===== config.mk =====
export PLATFORM = sky130hd
export DESIGN_NAME = vertex_job_queue
export DESIGN_NICKNAME = d
export VERILOG_FILES = /design/src/vertex_job_pkg.sv /design/src/vertex_job_queue.sv
export SDC_FILE = /design/constraint.sdc
export NUM_CORES = 2
export LEC_CHECK = 0
export ABC_AREA = 1
export BUFFER_PORTS_ARGS = -buffer_cell sky130_fd_sc_hd__buf_2
export CAP_MARGIN = 20
export CORE_ASPECT_RATIO = 1.4
export CORE_MARGIN = 2
export CORE_UTILIZATION = 60
export CTS_BUF_LIST = sky130_fd_sc_hd__clkbuf_2
export CTS_CLUSTER_DIAMETER = 100
export DETAILED_ROUTE_END_ITERATION = 12
export PLACE_DENSITY = 0.76
export SKIP_CTS_REPAIR_TIMING = 1
export SYNTH_ARGS = -nofsm -noshare
export SYNTH_HDL_FRONTEND = slang
export SYNTH_SLANG_ARGS = --single-unit

===== constraint.sdc =====
create_clock -name clock -period 19.05 [get_ports clock]
set_input_delay 1.905 -clock clock [delete_from_list [all_inputs] [get_ports clock]]
set_output_delay 1.905 -clock clock [all_outputs]
set_load 0.02 [all_outputs]

===== src/vertex_job_pkg.sv =====
/*
 * Shared definitions of the vertex job control unit
 *   sizes of fields, lines, addresses and the job queue
 *   vertex array tags in read issue order
 *   read sequencer states
 *   byte swap of one vertex field
 */
`default_nettype none

package vertex_job_pkg;

	////////////////////////////////////////////////////////////////////////////
	// Sizes
	////////////////////////////////////////////////////////////////////////////
	localparam int VERTEX_BITS          = 32;
	localparam int CACHELINE_BITS       = 128;
	localparam int CACHELINE_BYTES      = 16;
	localparam int CACHELINE_VERTEX_NUM = 4;
	localparam int ADDR_BITS            = 32;
	localparam int JOB_QUEUE_DEPTH      = 16;

	// One line register per vertex array
	localparam int VERTEX_ARRAY_NUM   = 6;
	localparam int JOB_QUEUE_PTR_BITS = $clog2(JOB_QUEUE_DEPTH);
	// Queue entry holds the id and the six fields
	localparam int VERTEX_RECORD_BITS = (VERTEX_ARRAY_NUM + 1) * VERTEX_BITS;

	////////////////////////////////////////////////////////////////////////////
	// Encodings
	////////////////////////////////////////////////////////////////////////////
	typedef enum logic [2:0] {
		IN_DEGREE      = 3'd0,
		OUT_DEGREE     = 3'd1,
		EDGES_IDX      = 3'd2,
		INV_IN_DEGREE  = 3'd3,
		INV_OUT_DEGREE = 3'd4,
		INV_EDGES_IDX  = 3'd5
	} vertex_array_e;

	typedef enum logic [2:0] {
		SEQ_RESET,
		SEQ_INIT,
		SEQ_WAIT,
		SEQ_CALC,
		SEQ_SEND
	} seq_state_e;

	// Memory holds fields in the opposite byte order
	function automatic logic [VERTEX_BITS-1:0] swap_endianness_vertex(
		input logic [VERTEX_BITS-1:0] value
	);
		logic [VERTEX_BITS-1:0] swapped;
		for (int i = 0; i < VERTEX_BITS / 8; i++) begin
			swapped[8*i +: 8] = value[VERTEX_BITS-8-8*i +: 8];
		end
		return swapped;
	endfunction

endpackage

`default_nettype wire


===== src/vertex_job_queue.sv =====
/*
 * Vertex job queue
 *   filter of vertices without inverse out degree
 *   filtered vertex counter
 *   job FIFO with room flag for one whole chunk
 */
`timescale 1ns/10ps
`default_nettype none

module vertex_job_queue (
	input  wire                                    clock,
	input  wire                                    rstn,
	input  wire                                    rec_valid,
	input  wire  [vertex_job_pkg::VERTEX_BITS-1:0] rec_id,
	input  wire  [vertex_job_pkg::VERTEX_BITS-1:0] rec_in_degree,
	input  wire  [vertex_job_pkg::VERTEX_BITS-1:0] rec_out_degree,
	input  wire  [vertex_job_pkg::VERTEX_BITS-1:0] rec_edges_idx,
	input  wire  [vertex_job_pkg::VERTEX_BITS-1:0] rec_inverse_in_degree,
	input  wire  [vertex_job_pkg::VERTEX_BITS-1:0] rec_inverse_out_degree,
	input  wire  [vertex_job_pkg::VERTEX_BITS-1:0] rec_inverse_edges_idx,
	input  wire                                    vertex_pop,
	output logic                                   vertex_valid,
	output logic [vertex_job_pkg::VERTEX_BITS-1:0] vertex_id,
	output logic [vertex_job_pkg::VERTEX_BITS-1:0] vertex_in_degree,
	output logic [vertex_job_pkg::VERTEX_BITS-1:0] vertex_out_degree,
	output logic [vertex_job_pkg::VERTEX_BITS-1:0] vertex_edges_idx,
	output logic [vertex_job_pkg::VERTEX_BITS-1:0] vertex_inverse_in_degree,
	output logic [vertex_job_pkg::VERTEX_BITS-1:0] vertex_inverse_out_degree,
	output logic [vertex_job_pkg::VERTEX_BITS-1:0] vertex_inverse_edges_idx,
	output logic [vertex_job_pkg::VERTEX_BITS-1:0] filtered_count,
	output logic                                   chunk_room
);
	import vertex_job_pkg::*;

	logic [VERTEX_RECORD_BITS-1:0] mem [JOB_QUEUE_DEPTH];
	logic [VERTEX_RECORD_BITS-1:0] stage_q;
	logic                          stage_push;
	logic [JOB_QUEUE_PTR_BITS-1:0] wr_ptr;
	logic [JOB_QUEUE_PTR_BITS-1:0] rd_ptr;
	logic [JOB_QUEUE_PTR_BITS:0]   count;
	logic                          keep;
	logic                          pop;

	// Vertices with no inverse out degree never become jobs
	assign keep = rec_valid && (rec_inverse_out_degree != '0);
	assign pop  = vertex_pop && vertex_valid;

	assign vertex_valid = (count != '0);
	assign {vertex_id, vertex_in_degree, vertex_out_degree, vertex_edges_idx,
		vertex_inverse_in_degree, vertex_inverse_out_degree,
		vertex_inverse_edges_idx} = mem[rd_ptr];

	// Record in the stage already claims its entry
	assign chunk_room = (count + {{JOB_QUEUE_PTR_BITS{1'b0}}, stage_push}) <=
		(JOB_QUEUE_PTR_BITS+1)'(JOB_QUEUE_DEPTH - CACHELINE_VERTEX_NUM);

	////////////////////////////////////////////////////////////////////////////
	// Filter stage and counter
	////////////////////////////////////////////////////////////////////////////
	always_ff @(posedge clock or negedge rstn) begin
		if (!rstn) begin
			stage_push     <= 1'b0;
			filtered_count <= '0;
		end else begin
			stage_push <= keep;
			if (rec_valid && !keep)
				filtered_count <= filtered_count + VERTEX_BITS'(1);
		end
	end

	always_ff @(posedge clock) begin
		stage_q <= {rec_id, rec_in_degree, rec_out_degree, rec_edges_idx,
			rec_inverse_in_degree, rec_inverse_out_degree, rec_inverse_edges_idx};
		if (stage_push)
			mem[wr_ptr] <= stage_q;
	end

	////////////////////////////////////////////////////////////////////////////
	// FIFO pointers
	////////////////////////////////////////////////////////////////////////////
	always_ff @(posedge clock or negedge rstn) begin
		if (!rstn) begin
			wr_ptr <= '0;
			rd_ptr <= '0;
			count  <= '0;
		end else begin
			if (stage_push)
				wr_ptr <= wr_ptr + 1'b1;
			if (pop)
				rd_ptr <= rd_ptr + 1'b1;
			if (stage_push && !pop)
				count <= count + 1'b1;
			else if (pop && !stage_push)
				count <= count - 1'b1;
		end
	end

	// The sequencer only starts a chunk with room for all of it
	a_no_push_full: assert property (
		@(posedge clock) disable iff (!rstn) stage_push |-> (count != JOB_QUEUE_DEPTH)
	);

endmodule

`default_nettype wire


==> reports/qor.csv <==
metric,value,unit
CTS HTree Levels,6,
WP data arrival,8.36,ns
top post-synthesis cells by count,"edfxtp_1 (3584), nand2_1 (1877), nor2_1 (1713)",
via count,97800,
Avg Inst Size Synth,12.9,um^2
maxcap violations,0,
DR iter-0 viols,11900,
layout cells sized above 1,0.157,
Final Slew Violations,0,
WL final,384000,um
top-count cell post-synth,edfxtp_1,
fin nets,12500,
Synth async-reset ratio,0.0119,
crit start category,flip-flop,
yosys warns,0,
Final GP Congestion,0.830,
CTS max path bufs,4,
die width,424,um
initial antenna violation count,36,
RSZ-0062 raised after global routing,false,
Synth area leader,edfxtp_1,
clk slew on worst S/H paths,0.13,ns
placed cell area,153000,um^2
Vias/cell,6.02,
leakage power,57.3,nW
total CTS buffers,833,
register area share after synthesis,0.764,
"Largest stage delay, worst path",0.99,ns
final setup fails,0,
Hold Slack,0.0972,ns
GRT Overall Usage,0.299,
area grow syn2layout,8.92,%
f_max,97.5,MHz
Mapped Cells,11500,
Worst setup EP type,primary output,
DRC errors left,0,
fraction of the cycle the final worst path needs,0.539,
largest net degree at the start of global routing,265,
Tightest Pin Transition,1.36,ns
"most used cell, CP",buf_4,
DRT antenna net count,0,
R2R Setup Slk,14.22,ns
fillers,17600,
largest cells by area after synthesis,"edfxtp_1 (73%), nand2_1 (4.8%), nor2_1 (4.3%), o21ai_0 (4.3%), nand3_1 (3.5%)",
largest fanout on the critical path,264,
Seq cells post-synth,3854,
clock tree from TritonCTS,yes,
critical path required time,17.14,ns
peak supply drop,193,uV
Die Y,592,um
ys flop type,edfxtp_1,
syn nets,11700,
CORE AREA,245000,um^2
Worst Skew,0.126,ns
wire length per cell,23.6,um
Hold WC Path Type,in2reg,
Die Footprint,251000,um^2
row count,215,
vias in the first global route,97400,
worst-skew pair later-pin latency,1.95,ns
PwrDens,150,nW/um^2
Crit-path slowest cell,dfrtp_4,
setup TNS,0,ns
IO buf count,485,
run status,completed,
DR pass1 iterations,8,
IO Pins,486,
"EDFF count, synth",3584,
Post-DP HPWL,190000,um
Crit Path Class,reg2out,
root buffer cell,clkbuf_2,
post-route minimum period,10.26,ns
synth unique cells,25,
share of the synthesized area in the top cell type,0.726,
first-pass GRT wire length,569000,um
"Hold Vio Cnt, Final",0,
post-route cell area,161000,um^2
CP Cell Sequence,buf_4 -> buf_12 -> buf_12 -> buf_4 -> buf_4 -> o21ai_0 -> o211ai_1 -> nand3_1 -> nand2_1 -> buf_2,
starting density of the core,0.604,
slew margin rel.,0.0940,
total gr overflow,0,
Mapped Area,148000,um^2
CTS Sinks,3854,
## metal layers
metal / vias up / global-route usage / routed length, um
li1: 43600 / - / -
met1: 47600 / 0.373 / 138000
met2: 5522 / 0.497 / 188000
met3: 1054 / 0.0590 / 38400
met4: 16 / 0.162 / 18600
met5: - / 0 / 97
## state kept, by name (all words and copies together) (netlist names)
| signal | flops |
|---|---|
| count | 5 |
| filtered_count | 32 |
| mem | 3584 |
| rd_ptr | 4 |
| stage_push | 1 |
| stage_q | 224 |
| wr_ptr | 4 |
## placed cells by master, fill, tap and decap left out, types with 16 or more instances in the layout
cell	count
inv_1	141
a21oi_1	126
clkinv_2	32
dfxtp_1	224
o21ai_1	19
o21ai_0	1260
diode_2	23
o211ai_1	652
buf_4	123
clkinv_1	153
edfxtp_1	3584
clkbuf_2	1313
dfrtp_1	42
xor2_1	20
nand3_1	1036
buf_2	485
nor2_4	16
buf_12	20
dlygate4sd3_1	40
nor2_1	1697
nand2_1	1877
## logic make-up after synthesis
| kind of cell | after synthesis | synth area share |
|---|---|---|
| flip-flops | 3854 | 0.764 |
| AND/OR/NAND/NOR | 4658 | 0.127 |
| adder cells (fa/ha/maj) | 13 | 0.00115 |
| XOR/XNOR | 26 | 0.00154 |
| buffers and inverters | 898 | 0.0255 |
| AO/OA/AOI/OAI | 2057 | 0.0805 |
## critical path, delay by kind of cell (launching register included)
kind	cells	cell delay, ns
AO/OA/AOI/OAI	2	0.47
AND/OR/NAND/NOR	2	0.30
flip-flops	1	0.99
buffers and inverters	6	4.30
## final cells by class
| class | instances | area [um^2] | area share |
|---|---|---|---|
| Sequential cell | 3854 | 113000 | 0.702 |
| Multi-Input combinational cell | 6754 | 31300 | 0.194 |
| Clock buffer | 1313 | 6570 | 0.0407 |
| Timing Repair Buffer | 673 | 4280 | 0.0265 |
| Tap cell | 3255 | 4070 | 0.0252 |
| Clock inverter | 223 | 1310 | 0.00812 |
| Inverter | 145 | 574 | 0.00356 |
| Antenna cell | 23 | 57.6 | 0.000356 |
## where the power goes
part | internal [mW] | switching (mW) | leakage (nW)
Combinational | 2.23 | 6.38 | 16.3
Clock | 2.02 | 3.07 | 6.11
Sequential | 10.1 | 0.344 | 34.9
Total | 14.3 | 9.80 | 57.3
## final timing paths
path	cells past startpoint	startpoint	end
max	10	rd_ptr[0]$_DFFE_PN0P_	vertex_inverse_out_degree[30]
min	1	rec_id[26]	stage_q[218]$_DFF_P_
max reg2reg	7	wr_ptr[0]$_DFFE_PN0P_	mem[2][78]$_DFFE_PP_
min reg2reg	1	count[0]$_DFFE_PN0P_	count[0]$_DFFE_PN0P_
max in group asynchronous	2	rstn	rd_ptr[2]$_DFFE_PN0P_
min in group asynchronous	2	rstn	wr_ptr[3]$_DFFE_PN0P_
## stage by stage
stage | instances | setup slack (ns) | utilization | power [mW]
5_1_grt | 16200 | 8.17 | 0.658 | 25.4
3_5_place_dp | 14600 | 10.73 | 0.624 | 19.1
3_3_place_gp | 14600 | 10.87 | 0.624 | 18.8
2_1_floorplan | 11500 | 8.15 | - | 16.4
6_report | 16200 | 8.79 | 0.658 | 24.1
4_1_cts | 16200 | 8.56 | 0.656 | 24.1
Note: power is estimated with default switching activity, not from simulation.
