## config.mk

```make
export PLATFORM = sky130hd
export DESIGN_NAME = vertex_line_collector
export DESIGN_NICKNAME = d
export VERILOG_FILES = /design/src/vertex_job_pkg.sv /design/src/vertex_line_collector.sv
export SDC_FILE = /design/constraint.sdc
export NUM_CORES = 1
export LEC_CHECK = 0
export ABC_AREA = 1
export BUFFER_PORTS_ARGS = -buffer_cell sky130_fd_sc_hd__buf_2
export CAP_MARGIN = 20
export CORE_MARGIN = 2
export CORE_UTILIZATION = 25
export DETAILED_ROUTE_END_ITERATION = 12
export SLEW_MARGIN = 40
export SYNTH_ARGS = -nofsm -noshare
export SYNTH_HDL_FRONTEND = slang
export SYNTH_SLANG_ARGS = --single-unit
```

## constraint.sdc

```tcl
create_clock -name clock -period 6.58 [get_ports clock]
set_input_delay 0.329 -clock clock [delete_from_list [all_inputs] [get_ports clock]]
set_output_delay 0.329 -clock clock [all_outputs]
set_load 0.03 [all_outputs]
```

## src/vertex_job_pkg.sv

```systemverilog
/*
 * Shared definitions of the vertex job control unit
 *   sizes of fields, lines, addresses and the job queue
 *   vertex array tags in read issue order
 *   read sequencer states
 *   byte swap of one vertex field
 */
`default_nettype none

package vertex_job_pkg;

	////////////////////////////////////////////////////////////////////////////
	// Sizes
	////////////////////////////////////////////////////////////////////////////
	localparam int VERTEX_BITS          = 32;
	localparam int CACHELINE_BITS       = 128;
	localparam int CACHELINE_BYTES      = 16;
	localparam int CACHELINE_VERTEX_NUM = 4;
	localparam int ADDR_BITS            = 32;
	localparam int JOB_QUEUE_DEPTH      = 16;

	// One line register per vertex array
	localparam int VERTEX_ARRAY_NUM   = 6;
	localparam int JOB_QUEUE_PTR_BITS = $clog2(JOB_QUEUE_DEPTH);
	// Queue entry holds the id and the six fields
	localparam int VERTEX_RECORD_BITS = (VERTEX_ARRAY_NUM + 1) * VERTEX_BITS;

	////////////////////////////////////////////////////////////////////////////
	// Encodings
	////////////////////////////////////////////////////////////////////////////
	typedef enum logic [2:0] {
		IN_DEGREE      = 3'd0,
		OUT_DEGREE     = 3'd1,
		EDGES_IDX      = 3'd2,
		INV_IN_DEGREE  = 3'd3,
		INV_OUT_DEGREE = 3'd4,
		INV_EDGES_IDX  = 3'd5
	} vertex_array_e;

	typedef enum logic [2:0] {
		SEQ_RESET,
		SEQ_INIT,
		SEQ_WAIT,
		SEQ_CALC,
		SEQ_SEND
	} seq_state_e;

	// Memory holds fields in the opposite byte order
	function automatic logic [VERTEX_BITS-1:0] swap_endianness_vertex(
		input logic [VERTEX_BITS-1:0] value
	);
		logic [VERTEX_BITS-1:0] swapped;
		for (int i = 0; i < VERTEX_BITS / 8; i++) begin
			swapped[8*i +: 8] = value[VERTEX_BITS-8-8*i +: 8];
		end
		return swapped;
	endfunction

endpackage

`default_nettype wire

```

## src/vertex_line_collector.sv

```systemverilog
/*
 * Vertex line collector
 *   six line registers filled by array tag
 *   field shift out with byte swap once a chunk is complete
 *   running vertex id
 */
`timescale 1ns/10ps
`default_nettype none

module vertex_line_collector (
	input  wire                                       clock,
	input  wire                                       rstn,
	input  wire                                       job_start,
	input  wire                                       rd_valid,
	input  wire vertex_job_pkg::vertex_array_e        rd_array,
	input  wire  [vertex_job_pkg::VERTEX_BITS-1:0]    rd_count,
	input  wire                                       resp_valid,
	input  wire vertex_job_pkg::vertex_array_e        resp_array,
	input  wire  [vertex_job_pkg::CACHELINE_BITS-1:0] resp_data,
	output logic                                      rec_valid,
	output logic [vertex_job_pkg::VERTEX_BITS-1:0]    rec_id,
	output logic [vertex_job_pkg::VERTEX_BITS-1:0]    rec_in_degree,
	output logic [vertex_job_pkg::VERTEX_BITS-1:0]    rec_out_degree,
	output logic [vertex_job_pkg::VERTEX_BITS-1:0]    rec_edges_idx,
	output logic [vertex_job_pkg::VERTEX_BITS-1:0]    rec_inverse_in_degree,
	output logic [vertex_job_pkg::VERTEX_BITS-1:0]    rec_inverse_out_degree,
	output logic [vertex_job_pkg::VERTEX_BITS-1:0]    rec_inverse_edges_idx,
	output logic                                      drain_busy
);
	import vertex_job_pkg::*;

	logic [CACHELINE_BITS-1:0]   line_q [VERTEX_ARRAY_NUM];
	logic [VERTEX_ARRAY_NUM-1:0] present;
	logic [VERTEX_BITS-1:0]      chunk_size;
	logic [VERTEX_BITS-1:0]      drain_idx;
	logic [VERTEX_BITS-1:0]      id_q;
	logic                        drain_last;

	// Drain runs while all six lines of the chunk are held
	assign rec_valid  = &present;
	assign drain_busy = |present;
	assign drain_last = rec_valid && (drain_idx == chunk_size - VERTEX_BITS'(1));

	////////////////////////////////////////////////////////////////////////////
	// Record assembly from the top field of each line
	////////////////////////////////////////////////////////////////////////////
	assign rec_id = id_q;
	assign rec_in_degree =
		swap_endianness_vertex(line_q[IN_DEGREE][CACHELINE_BITS-1 -: VERTEX_BITS]);
	assign rec_out_degree =
		swap_endianness_vertex(line_q[OUT_DEGREE][CACHELINE_BITS-1 -: VERTEX_BITS]);
	assign rec_edges_idx =
		swap_endianness_vertex(line_q[EDGES_IDX][CACHELINE_BITS-1 -: VERTEX_BITS]);
	assign rec_inverse_in_degree =
		swap_endianness_vertex(line_q[INV_IN_DEGREE][CACHELINE_BITS-1 -: VERTEX_BITS]);
	assign rec_inverse_out_degree =
		swap_endianness_vertex(line_q[INV_OUT_DEGREE][CACHELINE_BITS-1 -: VERTEX_BITS]);
	assign rec_inverse_edges_idx =
		swap_endianness_vertex(line_q[INV_EDGES_IDX][CACHELINE_BITS-1 -: VERTEX_BITS]);

	////////////////////////////////////////////////////////////////////////////
	// Line capture and drain control
	////////////////////////////////////////////////////////////////////////////
	always_ff @(posedge clock or negedge rstn) begin
		if (!rstn) begin
			present   <= '0;
			drain_idx <= '0;
			id_q      <= '0;
		end else begin
			if (resp_valid)
				present[resp_array] <= 1'b1;
			if (drain_last) begin
				present   <= '0;
				drain_idx <= '0;
			end else if (rec_valid) begin
				drain_idx <= drain_idx + VERTEX_BITS'(1);
			end
			// Ids restart with each job
			if (job_start)
				id_q <= '0;
			else if (rec_valid)
				id_q <= id_q + VERTEX_BITS'(1);
		end
	end

	always_ff @(posedge clock) begin
		// Chunk size travels with the first command of the chunk
		if (rd_valid && rd_array == IN_DEGREE)
			chunk_size <= rd_count;
		for (int a = 0; a < VERTEX_ARRAY_NUM; a++) begin
			if (resp_valid && resp_array == vertex_array_e'(a))
				line_q[a] <= resp_data;
			else if (rec_valid)
				line_q[a] <= line_q[a] << VERTEX_BITS;
		end
	end

	// One response per array and chunk
	a_no_double_line: assert property (
		@(posedge clock) disable iff (!rstn) resp_valid |-> !present[resp_array]
	);

endmodule

`default_nettype wire

```

==> results.json, run 1 <==
{
  "status": "complete, no violations",
  "final_nets": 4273,
  "synth.distinct_cells": 45,
  "slew_headroom_pct": 44.4,
  "cts_tree": "yes",
  "power.switching_mw": 7.24,
  "worst-setup-path-type": "reg -> out",
  "final_area_mm2": 0.0464,
  "vdd_drop_max_mv": 0.258,
  "post-cts-setup-buffers": 0,
  "p_leak_nw": 20.3,
  "avgViaCountPerCell": 4.30,
  "synth-compound-area-share_pct": 1.70,
  "rsz0062_at_grt": "false",
  "grt_pass1_wl_um": 172000,
  "cts.sinks": 870,
  "fillers": 15700,
  "clk_pin_slew_ns": 0.06,
  "synthMuxAreaShare_pct": 2.79,
  "clock.fmax_ghz": 0.290,
  "power_frac_seq_pct": 46.6,
  "drcViolationCount": 0,
  "synth_xor_area_share_pct": 1.23,
  "synth-edff-count": 768,
  "root_buffer": "clkbuf_16",
  "seq_area_mm2": 0.0255,
  "drv_cap": 0,
  "drt-initial-drc-count": 2379,
  "post-route-period-util_pct": 52.5,
  "clock_skew_ns": 0.0646,
  "setup_viol": 0,
  "multi_input_area_mm2": 0.0106,
  "synth-seq-cells": 870,
  "switching_share_pct": 34.9,
  "internal_power_mw": 13.5,
  "first_global_vias": 25600,
  "layout_common_cells": "nand2_1 (1573), edfxtp_1 (768), buf_2 (396), nor2_1 (296), inv_1 (209)",
  "routed_wl_um": 117000,
  "synthSimpleGateAreaFrac_pct": 21.1,
  "hold_path_class": "in -> reg",
  "pwr_density_cell_mw_per_mm2": 446,
  "power_mw": 20.7,
  "rows": 144,
  "final_cells": 6234,
  "netlist_area_mm2": 0.0388,
  "antenna_found_initial": 38,
  "cp-end-kind": "primary output",
  "syn_to_final_growth_pct": 19.7,
  "grt_usage_pct": 14.4,
  "utilization_pct": 30.1,
  "final.min_clock_period_ns": 3.45,
  "worstPathRequired_ns": 6.25,
  "drive_gt1_share_pct": 17.1,
  "whs_ns": 0.0360,
  "yosys_warnings": 0,
  "placedCellCount": 5910,
  "cp_max_fo": 50,
  "hold_buffers": 138,
  "cts_resized": 0,
  "synth_cells": 3784,
  "place_area_mm2": 0.0417,
  "start_util_pct": 25.2,
  "vias": 26800,
  "ys_async_sr_fraction_pct": 8.05,
  "synthAdderAreaFrac_pct": 0.0968,
  "r2r_start": "present[2]$_DFFE_PN0P_",
  "clock_latency_ns": 0.70,
  "gp_congestion": 0.879,
  "synth-main-ff-cell": "edfxtp_1",
  "crit_start": "present[2]$_DFFE_PN0P_",
  "synth_top_family_by_area": "simple AND/OR/NAND/NOR gates",
  "grt_max_degree": 129,
  "io_buffer_count": 396,
  "syn_nets": 3958,
  "io_pins": 397,
  "clock_path_buffers": 3,
  "crit_path_start_kind": "flip-flop",
  "antenna_left": 0,
  "wire_per_inst_um": 18.7,
  "hold_violations": 0,
  "ys_seq_area_share_pct": 65.6,
  "synth_area_per_cell_um2": 10.2,
  "fp.dieW_um": 398,
  "htreeDepth": 3,
  "gr-total-overflow": 0,
  "finalMaxSlewViolations": 0,
  "p_clk_share_pct": 26.2,
  "final_common_cell": "nand2_1",
  "hp-start": "resp_data[96]",
  "dr.pass1.iters": 6,
  "combinationalPowerShare_pct": 27.2,
  "numCtsBuffers": 89,
  "arrival_ns": 3.12,
  "coreArea_mm2": 0.154,
  "worstMarginPinSlew_ns": 0.834,
  "die_area_mm2": 0.158,
  "dpl.hpwl_um": 76400,
  "chipHeight_um": 398
}
==> state kept, by name, indices dropped and copies added, names as in the netlist <==
signal / flops
line_q: 768
chunk_size: 32
drain_idx: 32
rec_id: 32
present: 6
==> cell families after synthesis <==
logic type | count (synthesis)
mux | 96
simple gates | 2079
buf+inv | 564
fa+ha+maj | 3
compound gates | 119
xor+xnor | 53
flops | 870
==> layout make-up <==
| cell class | count | share of cell area, % |
|---|---|---|
| antenna | 15 | 0.0808 |
| sequential | 870 | 54.8 |
| inverter | 218 | 1.80 |
| clock inverter | 51 | 1.56 |
| clock buffer | 116 | 5.23 |
| multi-input combinational | 2350 | 22.8 |
| tap | 2044 | 5.51 |
| timing repair buffer | 570 | 8.20 |
==> metal layers <==
metal / track usage [%] / part of all wire (%) / vias up
met4: 4.42 / 2.5 / 28
met1: 19.9 / 45 / 12900
li1: - / - / 12800
met3: 3.20 / 7.2 / 176
met5: 0 / 0.15 / -
met2: 22.3 / 45 / 847
==> power by group through the flow <==
| stage | combinational (mW) | sequential [mW] | clock, mW |
|---|---|---|---|
| after floorplan | 4.36 | 9.49 | 0 |
| after global placement | 5.47 | 9.76 | 0 |
| after detailed placement | 5.55 | 9.79 | 0 |
| after CTS | 5.64 | 9.69 | 5.52 |
| after global routing | 6.11 | 9.83 | 5.73 |
| final | 5.64 | 9.65 | 5.42 |
==> worst paths after layout <==
kind	end	slack (ns)	cells past startpoint
max reg2reg	present[5]$_DFFE_PN0P_	3.61	12
min	line_q[5][96]$_DFFE_PP_	0.04	3
max	rec_valid	3.13	6
min reg2reg	line_q[4][20]$_SDFFE_PP0P_	0.47	2
max in group asynchronous	rec_id[31]$_DFFE_PN0P_	5.78	3
min in group asynchronous	rec_id[16]$_DFFE_PN0P_	0.29	3
==> critical path, stage by stage, from the launching register on <==
cell and delay [ns]:
dfrtp_1 0.35, inv_1 0.06, nor3_1 0.22, nand2_2 0.28, inv_4 0.40, buf_4 0.71
buf_2 0.34
==> cells in the mapped netlist, drive strengths merged, types with 3 or more instances <==
master  instances  area (µm²)
inv           213         800
nand2        1580        5940
xnor2          16         140
xor2           36         315
o21ai          61         305
clkinv          5        20.0
nand4          21         131
edfxtp        768       23100
and3            3        18.8
dfxtp          32         641
o22ai          32         200
dfrtp          70        1750
or2             4        25.0
clkbuf        126         473
nor3           31         160
nor4           11        90.1
nand3         111         566
a21oi          16        80.1
ha              3        37.5
o21bai          5        37.5
mux2           96        1080
buf           220        1590
nor2          312        1230
==> per-stage QoR <==
stage	setup slack (ns)	setup TNS, ns
2_1_floorplan	-0.218	-55.81
3_3_place_gp	2.83	0
3_5_place_dp	2.82	0
4_1_cts	3.15	0
5_1_grt	2.92	0
6_report	3.13	0
No activity file was read; power rests on OpenSTA's default activity.
==> inputs of run 2 (changes only) <==
==> constraint.sdc (replaced) <==
create_clock -name clock -period 3.31 [get_ports clock]
set_input_delay 0.1655 -clock clock [delete_from_list [all_inputs] [get_ports clock]]
set_output_delay 0.1655 -clock clock [all_outputs]
set_load 0.03 [all_outputs]
==> results.json, run 2 (same netlist as run 1, synthesis figures left out) <==
{
  "status": "complete, no violations",
  "clock.fmax_ghz": 0.345,
  "switching_share_pct": 35.6,
  "reg2reg_depth": 8,
  "utilization_pct": 30.4,
  "cts_resized": 0,
  "path_depth": 7,
  "worstMarginPinSlew_ns": 0.899,
  "setup_viol": 0,
  "coreArea_mm2": 0.154,
  "wire_per_inst_um": 19.2,
  "rows": 144,
  "htreeDepth": 3,
  "arrival_ns": 2.74,
  "grt_busiest_layer": "met2",
  "grtUsageMet2_pct": 23.0,
  "avgViaCountPerCell": 4.33,
  "vdd_drop_max_mv": 0.546,
  "crit_path_start_kind": "flip-flop",
  "drv_cap": 0,
  "internal_power_mw": 26.4,
  "cts.sinks": 870,
  "critPathTopFamily": "buffers and inverters",
  "crit_chain": "inv_1 > nor3_1 > nand2_2 > buf_4 > inv_4 > buf_6 > buf_2",
  "cp-end-kind": "primary output",
  "grt_pass1_wl_um": 176000,
  "routed_wl_um": 120000,
  "grt_usage_pct": 14.8,
  "worst-setup-path-type": "reg -> out",
  "vias": 27200,
  "post-place-ws_ns": 0.859,
  "grt_use_met3_pct": 3.13,
  "clock_latency_ns": 0.71,
  "numCtsBuffers": 90,
  "cts_tree": "yes",
  "pwr_density_cell_mw_per_mm2": 875,
  "post-route-period-util_pct": 87.6,
  "power_frac_seq_pct": 46.9,
  "whs_ns": 0.0855,
  "final_nets": 4322,
  "top_register": "line_q",
  "io_buffer_count": 396,
  "gr-total-overflow": 0,
  "largest_register_ffs": 768,
  "first_global_vias": 25900,
  "drive_gt1_share_pct": 17.2,
  "p_clk_share_pct": 24.8,
  "cp_slowest_stage_delay_ns": 0.51,
  "io_pins": 397,
  "worstPathRequired_ns": 3.14,
  "slew_headroom_pct": 39.8,
  "setup_ws_ns": 0.409,
  "final.min_clock_period_ns": 2.90,
  "gp_congestion": 0.882,
  "syn_to_final_growth_pct": 20.8,
  "rsz0062_at_grt": "false",
  "cp_slowest_cell": "buf_6",
  "post-cts-setup-buffers": 0,
  "cp_max_fo": 57,
  "hold_violations": 0,
  "finalMaxSlewViolations": 0,
  "start_util_pct": 25.2,
  "clk_pin_slew_ns": 0.06,
  "crit_buf_inv": 5,
  "die_area_mm2": 0.158,
  "antenna_found_initial": 30,
  "dr.pass1.iters": 5,
  "dpl.hpwl_um": 80200,
  "root_buffer": "clkbuf_16",
  "power.switching_mw": 14.6,
  "grt_max_degree": 129,
  "final_common_cell": "nand2_1",
  "met1_usage_pct": 20.6,
  "fin_tns_setup_ns": 0,
  "p_leak_nw": 20.5,
  "drcViolationCount": 0,
  "clock_path_buffers": 3,
  "layout_common_cells": "nand2_1 (1573), edfxtp_1 (768), buf_2 (395), nor2_1 (296), inv_1 (209)",
  "chipHeight_um": 398,
  "clock_skew_ns": 0.0573,
  "fp.dieW_um": 398,
  "holdPathStages": 3,
  "antenna_left": 0,
  "combinationalPowerShare_pct": 28.3,
  "hold_path_class": "in -> reg",
  "drt-initial-drc-count": 2515
}
run 2: cell count changes in the layout (fill, tap and decap cells not counted), sizes merged:
| cell | delta |
|---|---|
| clkinvlp | +6 |
| diode | -7 |
| bufinv | -7 |
| inv | -1 |
| dlygate4sd3 | +27 |
| clkinv | +1 |
| clkbuf | +1 |
| buf | +21 |
run 2: final timing paths:
kind	start	to	slack [ns]
max	present[2]$_DFFE_PN0P_	rec_valid	0.41
min reg2reg	line_q[4][21]$_SDFFE_PP0P_	line_q[4][21]$_SDFFE_PP0P_	0.47
max reg2reg	present[4]$_DFFE_PN0P_	line_q[1][127]$_DFFE_PP_	0.83
min in group asynchronous	rstn	rec_id[12]$_DFFE_PN0P_	0.49
min	rd_array[1]	chunk_size[28]$_DFFE_PP_	0.09
max in group asynchronous	rstn	drain_idx[24]$_DFFE_PN0P_	1.94
run 2: power groups by stage:
stage | clock network [mW] | logic (mW) | registers (mW)
2_1_floorplan | 0 | 8.68 | 18.7
3_3_place_gp | 0 | 11.3 | 19.4
3_5_place_dp | 0 | 11.4 | 19.5
4_1_cts | 10.4 | 11.7 | 19.3
5_1_grt | 10.8 | 12.5 | 19.6
6_report | 10.2 | 11.6 | 19.2
run 2: layer usage:
| layer | part of all wire [%] | wire length [µm] |
|---|---|---|
| met5 | 0.15 | 177 |
| met4 | 2.8 | 3360 |
| met3 | 7.4 | 8930 |
| met2 | 45 | 54500 |
| met1 | 44 | 53300 |
run 2: worst min-delay path, delay by kind of cell:
family	cells	cell delay (ns)
buf+inv	2	0.35
simple gates	1	0.04
run 2: through the flow:
stage / std cells / instance area (µm²) / total power, mW
2_1_floorplan: 3784 / 38800 / 27.4
4_1_cts: 6266 / 46800 / 41.3
6_report: 6275 / 46900 / 41.0
3_3_place_gp: 5932 / 42200 / 30.7
3_5_place_dp: 5935 / 42200 / 30.9
5_1_grt: 6270 / 46900 / 42.9
run 2: layout make-up:
type / instances / area [µm²]
antenna: 8 / 20.0
multi-input combinational: 2350 / 10600
clock inverter: 50 / 544
inverter: 218 / 837
fill: 15800 / 107000
sequential: 870 / 25500
clock buffer: 117 / 2400
tap: 2044 / 2560
timing repair buffer: 618 / 4470
run 2: timing repair:
action / in CTS / in global routing
hold endpoints to repair: 839 / 24
hold buffers: 164 / 1
setup endpoints to repair: 0 / 0
