**src/vertex_job_pkg.sv**
```systemverilog
/*
 * Shared definitions of the vertex job control unit
 *   sizes of fields, lines, addresses and the job queue
 *   vertex array tags in read issue order
 *   read sequencer states
 *   byte swap of one vertex field
 */
`default_nettype none

package vertex_job_pkg;

	////////////////////////////////////////////////////////////////////////////
	// Sizes
	////////////////////////////////////////////////////////////////////////////
	localparam int VERTEX_BITS          = 32;
	localparam int CACHELINE_BITS       = 128;
	localparam int CACHELINE_BYTES      = 16;
	localparam int CACHELINE_VERTEX_NUM = 4;
	localparam int ADDR_BITS            = 32;
	localparam int JOB_QUEUE_DEPTH      = 16;

	// One line register per vertex array
	localparam int VERTEX_ARRAY_NUM   = 6;
	localparam int JOB_QUEUE_PTR_BITS = $clog2(JOB_QUEUE_DEPTH);
	// Queue entry holds the id and the six fields
	localparam int VERTEX_RECORD_BITS = (VERTEX_ARRAY_NUM + 1) * VERTEX_BITS;

	////////////////////////////////////////////////////////////////////////////
	// Encodings
	////////////////////////////////////////////////////////////////////////////
	typedef enum logic [2:0] {
		IN_DEGREE      = 3'd0,
		OUT_DEGREE     = 3'd1,
		EDGES_IDX      = 3'd2,
		INV_IN_DEGREE  = 3'd3,
		INV_OUT_DEGREE = 3'd4,
		INV_EDGES_IDX  = 3'd5
	} vertex_array_e;

	typedef enum logic [2:0] {
		SEQ_RESET,
		SEQ_INIT,
		SEQ_WAIT,
		SEQ_CALC,
		SEQ_SEND
	} seq_state_e;

	// Memory holds fields in the opposite byte order
	function automatic logic [VERTEX_BITS-1:0] swap_endianness_vertex(
		input logic [VERTEX_BITS-1:0] value
	);
		logic [VERTEX_BITS-1:0] swapped;
		for (int i = 0; i < VERTEX_BITS / 8; i++) begin
			swapped[8*i +: 8] = value[VERTEX_BITS-8-8*i +: 8];
		end
		return swapped;
	endfunction

endpackage

`default_nettype wire

```
**src/vertex_read_sequencer.sv**
```systemverilog
/*
 * Vertex read sequencer
 *   job setup, chunk split of the vertex count
 *   six read commands per chunk, one per vertex array
 *   outstanding response count and busy flag
 */
`timescale 1ns/10ps
`default_nettype none

module vertex_read_sequencer (
	input  wire                                    clock,
	input  wire                                    rstn,
	input  wire                                    job_start,
	input  wire  [vertex_job_pkg::ADDR_BITS-1:0]   vertex_in_degree_base,
	input  wire  [vertex_job_pkg::ADDR_BITS-1:0]   vertex_out_degree_base,
	input  wire  [vertex_job_pkg::ADDR_BITS-1:0]   vertex_edges_idx_base,
	input  wire  [vertex_job_pkg::ADDR_BITS-1:0]   inverse_in_degree_base,
	input  wire  [vertex_job_pkg::ADDR_BITS-1:0]   inverse_out_degree_base,
	input  wire  [vertex_job_pkg::ADDR_BITS-1:0]   inverse_edges_idx_base,
	input  wire  [vertex_job_pkg::VERTEX_BITS-1:0] num_vertices,
	input  wire                                    resp_valid,
	input  wire                                    drain_busy,
	input  wire                                    chunk_room,
	output logic                                   rd_valid,
	output logic [vertex_job_pkg::ADDR_BITS-1:0]   rd_addr,
	output vertex_job_pkg::vertex_array_e          rd_array,
	output logic [vertex_job_pkg::VERTEX_BITS-1:0] rd_count,
	output logic                                   busy
);
	import vertex_job_pkg::*;

	seq_state_e             state;
	seq_state_e             next_state;
	logic [ADDR_BITS-1:0]   base_q [VERTEX_ARRAY_NUM];
	logic [ADDR_BITS-1:0]   chunk_offset;
	logic [VERTEX_BITS-1:0] vertices_left;
	logic [VERTEX_BITS-1:0] chunk_size;
	logic [3:0]             outstanding;
	vertex_array_e          send_array;
	logic                   chunk_ready;
	logic                   job_done;

	// A new chunk needs the previous one fully returned and drained
	assign chunk_ready = (vertices_left != '0) && (outstanding == '0) && !rd_valid &&
		!drain_busy && chunk_room;
	assign job_done = (vertices_left == '0) && (outstanding == '0) && !rd_valid && !drain_busy;
	assign chunk_size = (vertices_left > VERTEX_BITS'(CACHELINE_VERTEX_NUM)) ?
		VERTEX_BITS'(CACHELINE_VERTEX_NUM) : vertices_left;

	////////////////////////////////////////////////////////////////////////////
	// State machine
	////////////////////////////////////////////////////////////////////////////
	always_comb begin
		next_state = state;
		case (state)
			SEQ_RESET: if (job_start) next_state = SEQ_INIT;
			SEQ_INIT:  next_state = SEQ_WAIT;
			SEQ_WAIT: begin
				if (job_done)
					next_state = SEQ_RESET;
				else if (chunk_ready)
					next_state = SEQ_CALC;
			end
			SEQ_CALC:  next_state = SEQ_SEND;
			SEQ_SEND:  if (send_array == INV_EDGES_IDX) next_state = SEQ_WAIT;
			default:   next_state = SEQ_RESET;
		endcase
	end

	always_ff @(posedge clock or negedge rstn) begin
		if (!rstn) begin
			state         <= SEQ_RESET;
			busy          <= 1'b0;
			rd_valid      <= 1'b0;
			vertices_left <= '0;
			chunk_offset  <= '0;
			send_array    <= IN_DEGREE;
		end else begin
			state    <= next_state;
			rd_valid <= (state == SEQ_SEND);
			case (state)
				SEQ_RESET: begin
					if (job_start) begin
						busy          <= 1'b1;
						vertices_left <= num_vertices;
					end
				end
				SEQ_INIT: chunk_offset <= '0;
				SEQ_WAIT: if (job_done) busy <= 1'b0;
				SEQ_CALC: begin
					vertices_left <= vertices_left - chunk_size;
					send_array    <= IN_DEGREE;
				end
				SEQ_SEND: begin
					// Offset moves on once the last array of the chunk is out
					if (send_array == INV_EDGES_IDX)
						chunk_offset <= chunk_offset + ADDR_BITS'(CACHELINE_BYTES);
					else
						send_array <= vertex_array_e'(send_array + 3'd1);
				end
				default: ;
			endcase
		end
	end

	// Job bases and command payload
	always_ff @(posedge clock) begin
		if (state == SEQ_RESET && job_start) begin
			base_q[IN_DEGREE]      <= vertex_in_degree_base;
			base_q[OUT_DEGREE]     <= vertex_out_degree_base;
			base_q[EDGES_IDX]      <= vertex_edges_idx_base;
			base_q[INV_IN_DEGREE]  <= inverse_in_degree_base;
			base_q[INV_OUT_DEGREE] <= inverse_out_degree_base;
			base_q[INV_EDGES_IDX]  <= inverse_edges_idx_base;
		end
		if (state == SEQ_CALC)
			rd_count <= chunk_size;
		if (state == SEQ_SEND) begin
			rd_addr  <= base_q[send_array] + chunk_offset;
			rd_array <= send_array;
		end
	end

	////////////////////////////////////////////////////////////////////////////
	// Outstanding responses
	////////////////////////////////////////////////////////////////////////////
	always_ff @(posedge clock or negedge rstn) begin
		if (!rstn)
			outstanding <= '0;
		else if (rd_valid && !resp_valid)
			outstanding <= outstanding + 4'd1;
		else if (resp_valid && !rd_valid)
			outstanding <= outstanding - 4'd1;
	end

	// Memory side answers only commands it was given
	a_resp_has_command: assert property (
		@(posedge clock) disable iff (!rstn) resp_valid |-> (outstanding != '0)
	);

endmodule

`default_nettype wire

```
**config.mk**
```make
export PLATFORM = sky130hd
export DESIGN_NAME = vertex_read_sequencer
export DESIGN_NICKNAME = d
export VERILOG_FILES = /design/src/vertex_job_pkg.sv /design/src/vertex_read_sequencer.sv
export SDC_FILE = /design/constraint.sdc
export NUM_CORES = 1
export LEC_CHECK = 0
export ABC_AREA = 0
export BUFFER_PORTS_ARGS = -buffer_cell sky130_fd_sc_hd__buf_2
export CELL_PAD_IN_SITES_DETAIL_PLACEMENT = 1
export CELL_PAD_IN_SITES_GLOBAL_PLACEMENT = 2
export CORE_MARGIN = 10
export CORE_UTILIZATION = 39
export CTS_BUF_LIST = sky130_fd_sc_hd__clkbuf_8
export DETAILED_ROUTE_END_ITERATION = 10
export MAX_ROUTING_LAYER = met4
export PLACE_DENSITY = 0.83
export SYNTH_ARGS = -nofsm -noshare
export SYNTH_HDL_FRONTEND = slang
export SYNTH_SLANG_ARGS = --single-unit
```
**constraint.sdc**
```tcl
create_clock -name clock -period 9.3 [get_ports clock]
set_input_delay 1.86 -clock clock [delete_from_list [all_inputs] [get_ports clock]]
set_output_delay 1.86 -clock clock [all_outputs]
set_load 0.05 [all_outputs]
```
==> impl_metrics.tcl, run 1 <==
set metrics [dict create \
    status "completed" \
    yosys.area.top_type "edfxtp_1" \
    crit_slowest_cell "o311ai_0" \
    grt_overflow 0 \
    cts_setup_buffers 0 \
    dieArea_um2 45700 \
    io_pins 299 \
    portBuffers 298 \
    met2_usage_pct 29.7 \
    syn_area_um2 14600 \
    drcViolationCount 0 \
    cp-end-kind "flip-flop" \
    finalCriticalPeriod_ns 5.44 \
    critical_path.top_delay_family "compound AO/OA/AOI/OAI gates" \
    die_width_um 214 \
    yosysWarningCount 0 \
    drt_iter0_markers 580 \
    startpoint_type "flip-flop" \
    crit_path_cell_trace "buf_4 > mux4_2 > nand2_1 > o21ai_0 > ha_1 > a21oi_1 > a21oi_1 > o311ai_0 > a211oi_1 > o211ai_1 > o211ai_1 > a2111oi_0 > nor3b_1" \
    power-per-cell-area_nw_per_um2 289 \
    cts.root.buffer_cell "clkbuf_8" \
    antenna_found_initial 2 \
    h-tree-depth 2 \
    ys_ff_latch 331 \
    fillCellCount 3889 \
    avgRoutedWirePerCell_um 21.3 \
    rows 70 \
    worstPathArrival_ns 5.80 \
    synth_edf_count 259 \
    start_util_pct 39.8 \
    ant_nets 0 \
    tns_ns 0 \
    cts_sinks 331 \
    setup.worst_path.class "flip-flop to flip-flop" \
    worstMarginPinSlew_ns 1.15 \
    die_y_um 214 \
    synth_flop_cell "edfxtp_1" \
    grtUsageMet1_pct 22.9 \
    ctsHoldBuffers 0 \
    cts_made_buffers 58 \
    drv_cap 0 \
    synth.avg_cell_area_um2 13.8 \
    grtUsageMet3_pct 3.90 \
    maxSlewHeadroom_pct 23.0 \
    nNetsFinal 1684 \
    core_area_um2 36800 \
    max_freq_mhz 184 \
    grt_pass1_wl_um 62900 \
    syn_to_final_growth_pct 21.5 \
    post-route-period-util_pct 58.5 \
    syn_inst 1064 \
    vias_per_cell 5.19 \
    grt_pass1_vias 11000 \
    slew_violations 0 \
    crit_buf_inv 1 \
    clockBufferDepth 3 \
    cts_resized 0 \
    dp_hpwl_um 30300 \
    insertion_delay_ns 0.64 \
    required_ns 9.66 \
    wirelength_um 41200 \
    synth_cell_types 69 \
    path_clk_slew_ns 0.06 \
    drive_gt1_share_pct 29.7 \
    setup_viol 0 \
    cts_tree "built" \
    grt_max_degree 131 \
    grt_use_total_pct 18.4 \
    gp_congestion 0.895 \
    critPathMaxStageDelay_ns 0.82 \
    yosysSeqAreaShare_pct 65.4 \
    vdd_ir_drop_max_v 0.000154 \
    p_total_uw 5140 \
    firstDrtPassIters 4 \
    grt.busiest_layer "met2" \
    finalHoldViolations 0 \
    async_flop_share_pct 21.8 \
    min_path_type "flip-flop to flip-flop" \
    p_leak_uw 0.00711 \
    vias 10000 \
    yosysMostFrequentCell "edfxtp_1" \
    rsz0062_at_grt "false" \
    synth_common_cells "259 x edfxtp_1, 88 x nor2_1, 76 x nand2_1, 72 x dfrtp_1, 66 x o21ai_0" \
    cp_max_fo 43 \
    synth_top_area_share_pct 53.1 \
    synthTopCellsByArea "edfxtp_1 53%, dfrtp_1 12%, mux4_2 4.9%" \
    skew_ns 0.0236 \
]
-- layout make-up --
cell class	count	area [um2]	share of cell area [%]
antenna	1	2.50	0.0141
clock buffer	58	798	4.49
clock inverter	50	249	1.40
inverter	24	97.6	0.549
multi-input combinational	697	4920	27.6
sequential	331	9580	53.9
tap	468	586	3.29
timing repair buffer	306	1550	8.74
-- flip-flops by register name (all words and copies together), names as in the netlist --
signal         count
chunk_offset      28
rd_count          32
rd_array           3
base_q           192
busy               1
send_array         3
state              3
vertices_left     32
outstanding        4
rd_addr           32
rd_valid           1
-- metrics by stage --
stage	utilization, %	instances	hold slack [ns]	instance area [um2]	worst slack, ns
after floorplan	-	1093	0.423	14800	1.11
after global placement	45.5	1826	0.453	16700	3.96
after detailed placement	45.5	1826	0.461	16700	3.87
after CTS	48.4	1934	0.470	17800	3.83
after global routing	48.4	1935	0.494	17800	3.30
final	48.4	1935	0.470	17800	3.86
-- cells in the final DEF, fill, tap and decap left out, types with 7 or more instances in the layout --
cell      Yosys  routed
buf_4         0       9
dfrtp_1      72      70
a31oi_1       7       7
nor2_1       88      88
ha_1         35      35
nor2b_1       8       7
clkbuf_8      0      58
xnor2_1      28      28
buf_2         2     297
nand2_1      76      76
nand3_1      29      29
inv_1        23      33
nand4_1      13      13
edfxtp_1    259     259
a311oi_1     13      13
mux2i_1      32      32
clkinv_1      1      25
a211oi_1     12      12
nor3_1       18      17
mux4_2       32      32
a21o_1        9       9
a21oi_1      59      59
conb_1        2      31
o21ai_0      66      66
or3_1         9       9
clkinv_2      0       9
and3_1       11      11
xor2_1       23      23
nor4_1        7       7
-- cell families (layout without fill, tap and decap cells) --
logic type	count (synthesis)	after routing	share of synthesized area, %
flip-flops	331	331	65.4
AND/OR/NAND/NOR	296	296	9.96
AO/OA/AOI/OAI	218	218	9.42
multiplexers	65	65	7.19
buffers and inverters	65	438	1.79
XOR/XNOR	51	51	3.05
adder cells (fa/ha/maj)	36	36	3.13
other	2	32	0.0513
-- layer usage --
| metal | vias up | wire length, um |
|---|---|---|
| li1 | 4775 | - |
| met1 | 4956 | 17900 |
| met2 | 241 | 20200 |
| met3 | 72 | 2140 |
| met4 | 0 | 884 |
| met5 | - | 0 |
-- path summary, 6_finish.rpt --
path                           startpoint                 to  slack, ns  depth (start not counted)
setup reg to reg            send_array[0]        rd_addr[31]       3.86                         13
hold reg to reg            outstanding[3]     outstanding[3]       0.47                          1
min in group asynchronous            rstn  vertices_left[27]       1.39                          1
setup / recovery            send_array[0]        rd_addr[31]       3.86                         13
hold / removal             outstanding[3]     outstanding[3]       0.47                          1
max in group asynchronous            rstn      send_array[0]       7.17                          1
-- power by group --
group          internal (uW)  total (uW)  switching, uW
Clock                    612        1220            605
Combinational            593        1660           1070
Sequential              2050        2260            216
Note: power is estimated with default switching activity, not from simulation.
==> run 2, diff against run 1 <==
Clock period 9.3 ns to 5.5 ns, I/O delays scaled along.
==> run 2 against run 1 <==
Utilization increased by 0.49 points. Register-to-register slack worse by 2.8 ns. Routed wire length rose by 2.1%. Critical path type unchanged. Hold slack got worse by 0.0079 ns. Sequential cell count did not move.
==> impl_metrics.tcl, run 2 (synthesis results as in run 1) <==
set metrics [dict create \
    mostFrequentLayoutCells "297 x buf_2, 259 x edfxtp_1, 88 x nor2_1" \
    cts_tree "built" \
    rsz0062_at_grt "false" \
    startpoint "send_array[0]" \
    firstDrtPassIters 4 \
    vias 10200 \
    power-per-cell-area_nw_per_um2 498 \
    top_register "base_q" \
    p_clk_share_pct 25.4 \
    fillCellCount 3922 \
    nNetsFinal 1690 \
    gp_congestion 0.815 \
    drv_cap 0 \
    hp-start "outstanding[3]" \
    die_width_um 214 \
    drcViolationCount 0 \
    p_leak_uw 0.00726 \
    start_util_pct 39.8 \
    io_pins 299 \
    dieArea_um2 45700 \
    cp-end-kind "flip-flop" \
    core_area_um2 36800 \
    finalCriticalPeriod_ns 4.40 \
    setup_viol 0 \
    maxSlewHeadroom_pct 23.8 \
    grt_pass1_vias 11000 \
    die_y_um 214 \
    dp_slack_ns 1.10 \
    cts_setup_buffers 0 \
    clockBufferDepth 3 \
    dpl_cell_area_um2 16800 \
    startpoint_type "flip-flop" \
    cts_sinks 331 \
    power_frac_comb_pct 31.6 \
    portBuffers 298 \
    cts.root.buffer_cell "clkbuf_8" \
    ctsHoldBuffers 0 \
    drive_gt1_share_pct 30.3 \
    h-tree-depth 2 \
    rows 70 \
    insertion_delay_ns 0.66 \
    stdcell_area_um2 18000 \
    tns_ns 0 \
    cp_max_fo 29 \
    largest_reg_flops 192 \
    drt_iter0_markers 660 \
    syn_to_final_growth_pct 22.7 \
    avgRoutedWirePerCell_um 21.6 \
    worstPathArrival_ns 4.79 \
    wirelength_um 42000 \
    crit-reg2reg-launch "send_array[0]" \
    antenna_found_initial 1 \
    post-route-period-util_pct 80.0 \
    ant_nets 0 \
    required_ns 5.89 \
    worst_slack_ns 1.10 \
    grt_overflow 0 \
    seq_power_share_pct 42.9 \
    status "completed" \
    setup.worst_path.class "flip-flop to flip-flop" \
    cts_made_buffers 57 \
    worstMarginPinSlew_ns 1.14 \
    min_path_type "flip-flop to flip-flop" \
    grt_use_total_pct 18.8 \
    skew_ns 0.0382 \
    grt_pass1_wl_um 63800 \
    swShare_pct 36.1 \
    max_freq_mhz 227 \
    intPower_uw 5720 \
    path_clk_slew_ns 0.06 \
    cts_resized 0 \
    grt_max_degree 111 \
    dp_hpwl_um 31100 \
    vias_per_cell 5.24 \
    vdd_ir_drop_max_v 0.000201 \
    p_switching_uw 3230 \
    layout_commonest_cell "buf_2" \
    slew_violations 0 \
    finalHoldViolations 0 \
]
-- run 2: changes by cell type in the layout (fill, tap and decap cells not counted), moves of 2 or more --
cell       previous run  this run
clkinv_1             25         6
clkbuf_8             58        66
clkinv_2              9         4
bufinv_16             1         3
buf_4                 9        16
inv_1                33        47
-- run 2: critical path, stage by stage (launching register included) --
cell and delay, ns:
dfrtp_4 0.76, buf_4 0.39, mux4_2 0.54, nand2_1 0.07, o21ai_0 0.10, ha_1 0.42, a21o_1 0.20, a21oi_1 0.16
o221ai_1 0.14, or3_1 0.35, o211ai_1 0.26, o211ai_1 0.18, a2111oi_0 0.41, nor3b_1 0.09
-- run 2: layout make-up --
type	count	area [um2]	share of cell area [%]
Multi-Input combinational cell	697	4920	27.4
Sequential cell	331	9580	53.3
Clock buffer	66	908	5.06
Inverter	24	97.6	0.543
Clock inverter	42	265	1.48
Antenna cell	2	5.00	0.0279
Timing Repair Buffer	313	1610	8.94
Tap cell	468	586	3.26
-- run 2: path summary, 6_finish.rpt --
| kind | to | slack [ns] | cells past startpoint |
|---|---|---|---|
| setup / recovery | rd_addr[31] | 1.10 | 13 |
| hold / removal | outstanding[3] | 0.46 | 1 |
| setup reg to reg | rd_addr[31] | 1.10 | 13 |
| hold reg to reg | outstanding[3] | 0.46 | 1 |
| max in group asynchronous | send_array[0] | 4.11 | 1 |
| min in group asynchronous | vertices_left[21] | 0.61 | 1 |
-- run 2: stage by stage --
step / util [%] / hold slack (ns) / cells / total power (uW)
final: 48.9 / 0.462 / 1943 / 8950
after global routing: 48.8 / 0.483 / 1942 / 9550
after CTS: 48.8 / 0.465 / 1941 / 9100
after detailed placement: 45.6 / 0.459 / 1833 / 6760
after global placement: 45.6 / 0.455 / 1833 / 6640
after floorplan: - / 0.423 / 1093 / 5890
-- run 2: metal layers --
| metal | global-route usage [%] | routed length, um |
|---|---|---|
| met1 | 23.2 | 18200 |
| met2 | 29.7 | 20400 |
| met3 | 4.99 | 2300 |
| met4 | 6.21 | 1100 |
| met5 | - | 0 |
-- run 2: power groups by stage --
stage	combinational (uW)	clock [uW]	sequential, uW
3_3_place_gp	2780	0	3860
6_report	2830	2280	3840
4_1_cts	2880	2360	3850
5_1_grt	3160	2480	3910
3_5_place_dp	2860	0	3900
2_1_floorplan	1890	0	4000
==> run 3, diff against run 2 <==
Settings changed: CORE_UTILIZATION 39 to 35, PLACE_DENSITY 0.83 to 0.78.
Clock period 5.5 ns to 3.7 ns, I/O delays scaled along.
==> run 3 against run 2 <==
Hold slack got worse by 0.27 ns. Maximum frequency rose by 20%. Via count rose by 2.4%. Sequential cell count did not move. Utilization fell by 3.4 points. Setup slack got worse by 1.1 ns. Critical path depth rose by 1. Largest cell class unchanged.
==> impl_metrics.tcl, run 3 (synthesis results as in run 1) <==
set metrics [dict create \
    status "completed" \
    grt_use_total_pct 17.7 \
    dieArea_um2 50400 \
    io_pins 299 \
    rr_worst_depth 14 \
    crit-reg2reg-launch "send_array[0]" \
    mostFrequentLayoutCells "297 x buf_2, 259 x edfxtp_1, 88 x nor2_1" \
    finish.utilization_pct 45.5 \
    finalCriticalPeriod_ns 3.68 \
    vias 10400 \
    ctsHoldBuffers 0 \
    avgRoutedWirePerCell_um 21.1 \
    vdd_ir_drop_max_v 0.000426 \
    dp_cells 1940 \
    fillCellCount 4382 \
    required_ns 4.09 \
    insertion_delay_ns 0.67 \
    cts.root.buffer_cell "clkbuf_8" \
    dp_hpwl_um 32100 \
    syn_to_final_growth_pct 27.7 \
    largest_reg_flops 192 \
    path_clk_slew_ns 0.06 \
    cts_made_buffers 58 \
    slew_violations 0 \
    drcViolationCount 0 \
    die_width_um 225 \
    min_path_type "input pin to asynchronous set/reset pin" \
    setup_viol 0 \
    gp_congestion 0.846 \
    die_y_um 225 \
    skew_ns 0.0401 \
    cts_tree "built" \
    grt_pass1_wl_um 66800 \
    nNetsFinal 1751 \
    worstReg2RegEnd "rd_addr[30]" \
    cts_sinks 331 \
    layout_commonest_cell "buf_2" \
    power-per-cell-area_nw_per_um2 737 \
    fin_cells 2066 \
    grt_overflow 0 \
    antenna_found_initial 2 \
    max_freq_mhz 272 \
    worstMarginPinSlew_ns 0.900 \
    drive_gt1_share_pct 35.0 \
    top_register "base_q" \
    maxSlewHeadroom_pct 40.0 \
    rows 74 \
    clockBufferDepth 3 \
    drv_cap 0 \
    h-tree-depth 2 \
    vias_per_cell 5.05 \
    tns_ns 0 \
    worstPathArrival_ns 4.07 \
    core_area_um2 41100 \
    finalHoldViolations 0 \
    rsz0062_at_grt "true" \
    grt_max_degree 113 \
    p_leak_uw 0.00755 \
    drt_iter0_markers 609 \
    wirelength_um 43600 \
    grt_pass1_vias 11500 \
    startpoint_type "flip-flop" \
    setup.worst_path.class "flip-flop to flip-flop" \
    cp-end-kind "flip-flop" \
    portBuffers 298 \
    ant_nets 0 \
    post-route-period-util_pct 99.5 \
    firstDrtPassIters 5 \
    start_util_pct 35.6 \
    hold_ws_ns 0.194 \
    reg2reg_slack_ns 0.02 \
    cp_max_fo 6 \
]
## run 3: critical path, cell delays in order, from the launching register on
cell	delay, ns
dfrtp_4	0.51
buf_12	0.16
buf_8	0.13
buf_4	0.16
mux2i_2	0.20
o21ai_0	0.12
ha_1	0.36
buf_4	0.18
a31o_4	0.23
a211o_1	0.27
a221o_2	0.46
o21ai_2	0.22
o2111ai_1	0.14
a21oi_1	0.19
xnor2_1	0.08
## run 3: layer usage
| metal | share of wire, % | vias to the layer above | track usage, % |
|---|---|---|---|
| met3 | 5.5 | 68 | 4.12 |
| met4 | 2.2 | 0 | 5.79 |
| met5 | 0 | - | - |
| met1 | 43 | 5199 | 21.1 |
| met2 | 49 | 248 | 29.1 |
| li1 | - | 4910 | - |
## run 3: repair_timing
| action | 4_1_cts | 5_1_grt |
|---|---|---|
| endpoints found under the setup margin | 5 | 16 |
| gates resized for setup | 22 | 17 |
| pin swaps | 21 | 12 |
| setup buffers | 10 | 7 |
## run 3: layout make-up
type                            instances  area (um2)  share of cell area [%]
Clock inverter                         47         302                    1.61
Clock buffer                           60         826                    4.42
Tap cell                              532         666                    3.56
Antenna cell                            2        5.00                  0.0268
Sequential cell                       331        9580                    51.3
Multi-Input combinational cell        697        5070                    27.1
Timing Repair Buffer                  373        2150                    11.5
Inverter                               24        97.6                   0.522
## run 3: worst max-delay path by stage
stage | from | end | slack (ns) | cells past startpoint
after global routing | send_array[0] | rd_addr[31] | -0.19 | 15
after detailed placement | send_array[0] | rd_addr[31] | -0.17 | 15
after global placement | send_array[0] | rd_addr[31] | -0.12 | 15
final | send_array[0] | rd_addr[30] | 0.02 | 14
after floorplan | send_array[0] | rd_addr[31] | -0.009 | 16
after CTS | send_array[0] | rd_addr[30] | 0.003 | 13
## run 3: power by group
part | switching (uW) | total [uW] | internal [uW]
Combinational | 2970 | 4860 | 1890
Sequential | 471 | 5610 | 5140
Clock | 1580 | 3310 | 1730
## run 3: per-stage QoR
step / total power [uW] / setup slack, ns / instance area (um2)
floorplan: 8790 / -0.00857 / 14900
global placement: 10200 / -0.122 / 17300
detailed placement: 10400 / -0.174 / 17300
CTS: 13900 / 0.00293 / 18600
global route: 14700 / -0.188 / 18700
finish: 13800 / 0.0197 / 18700
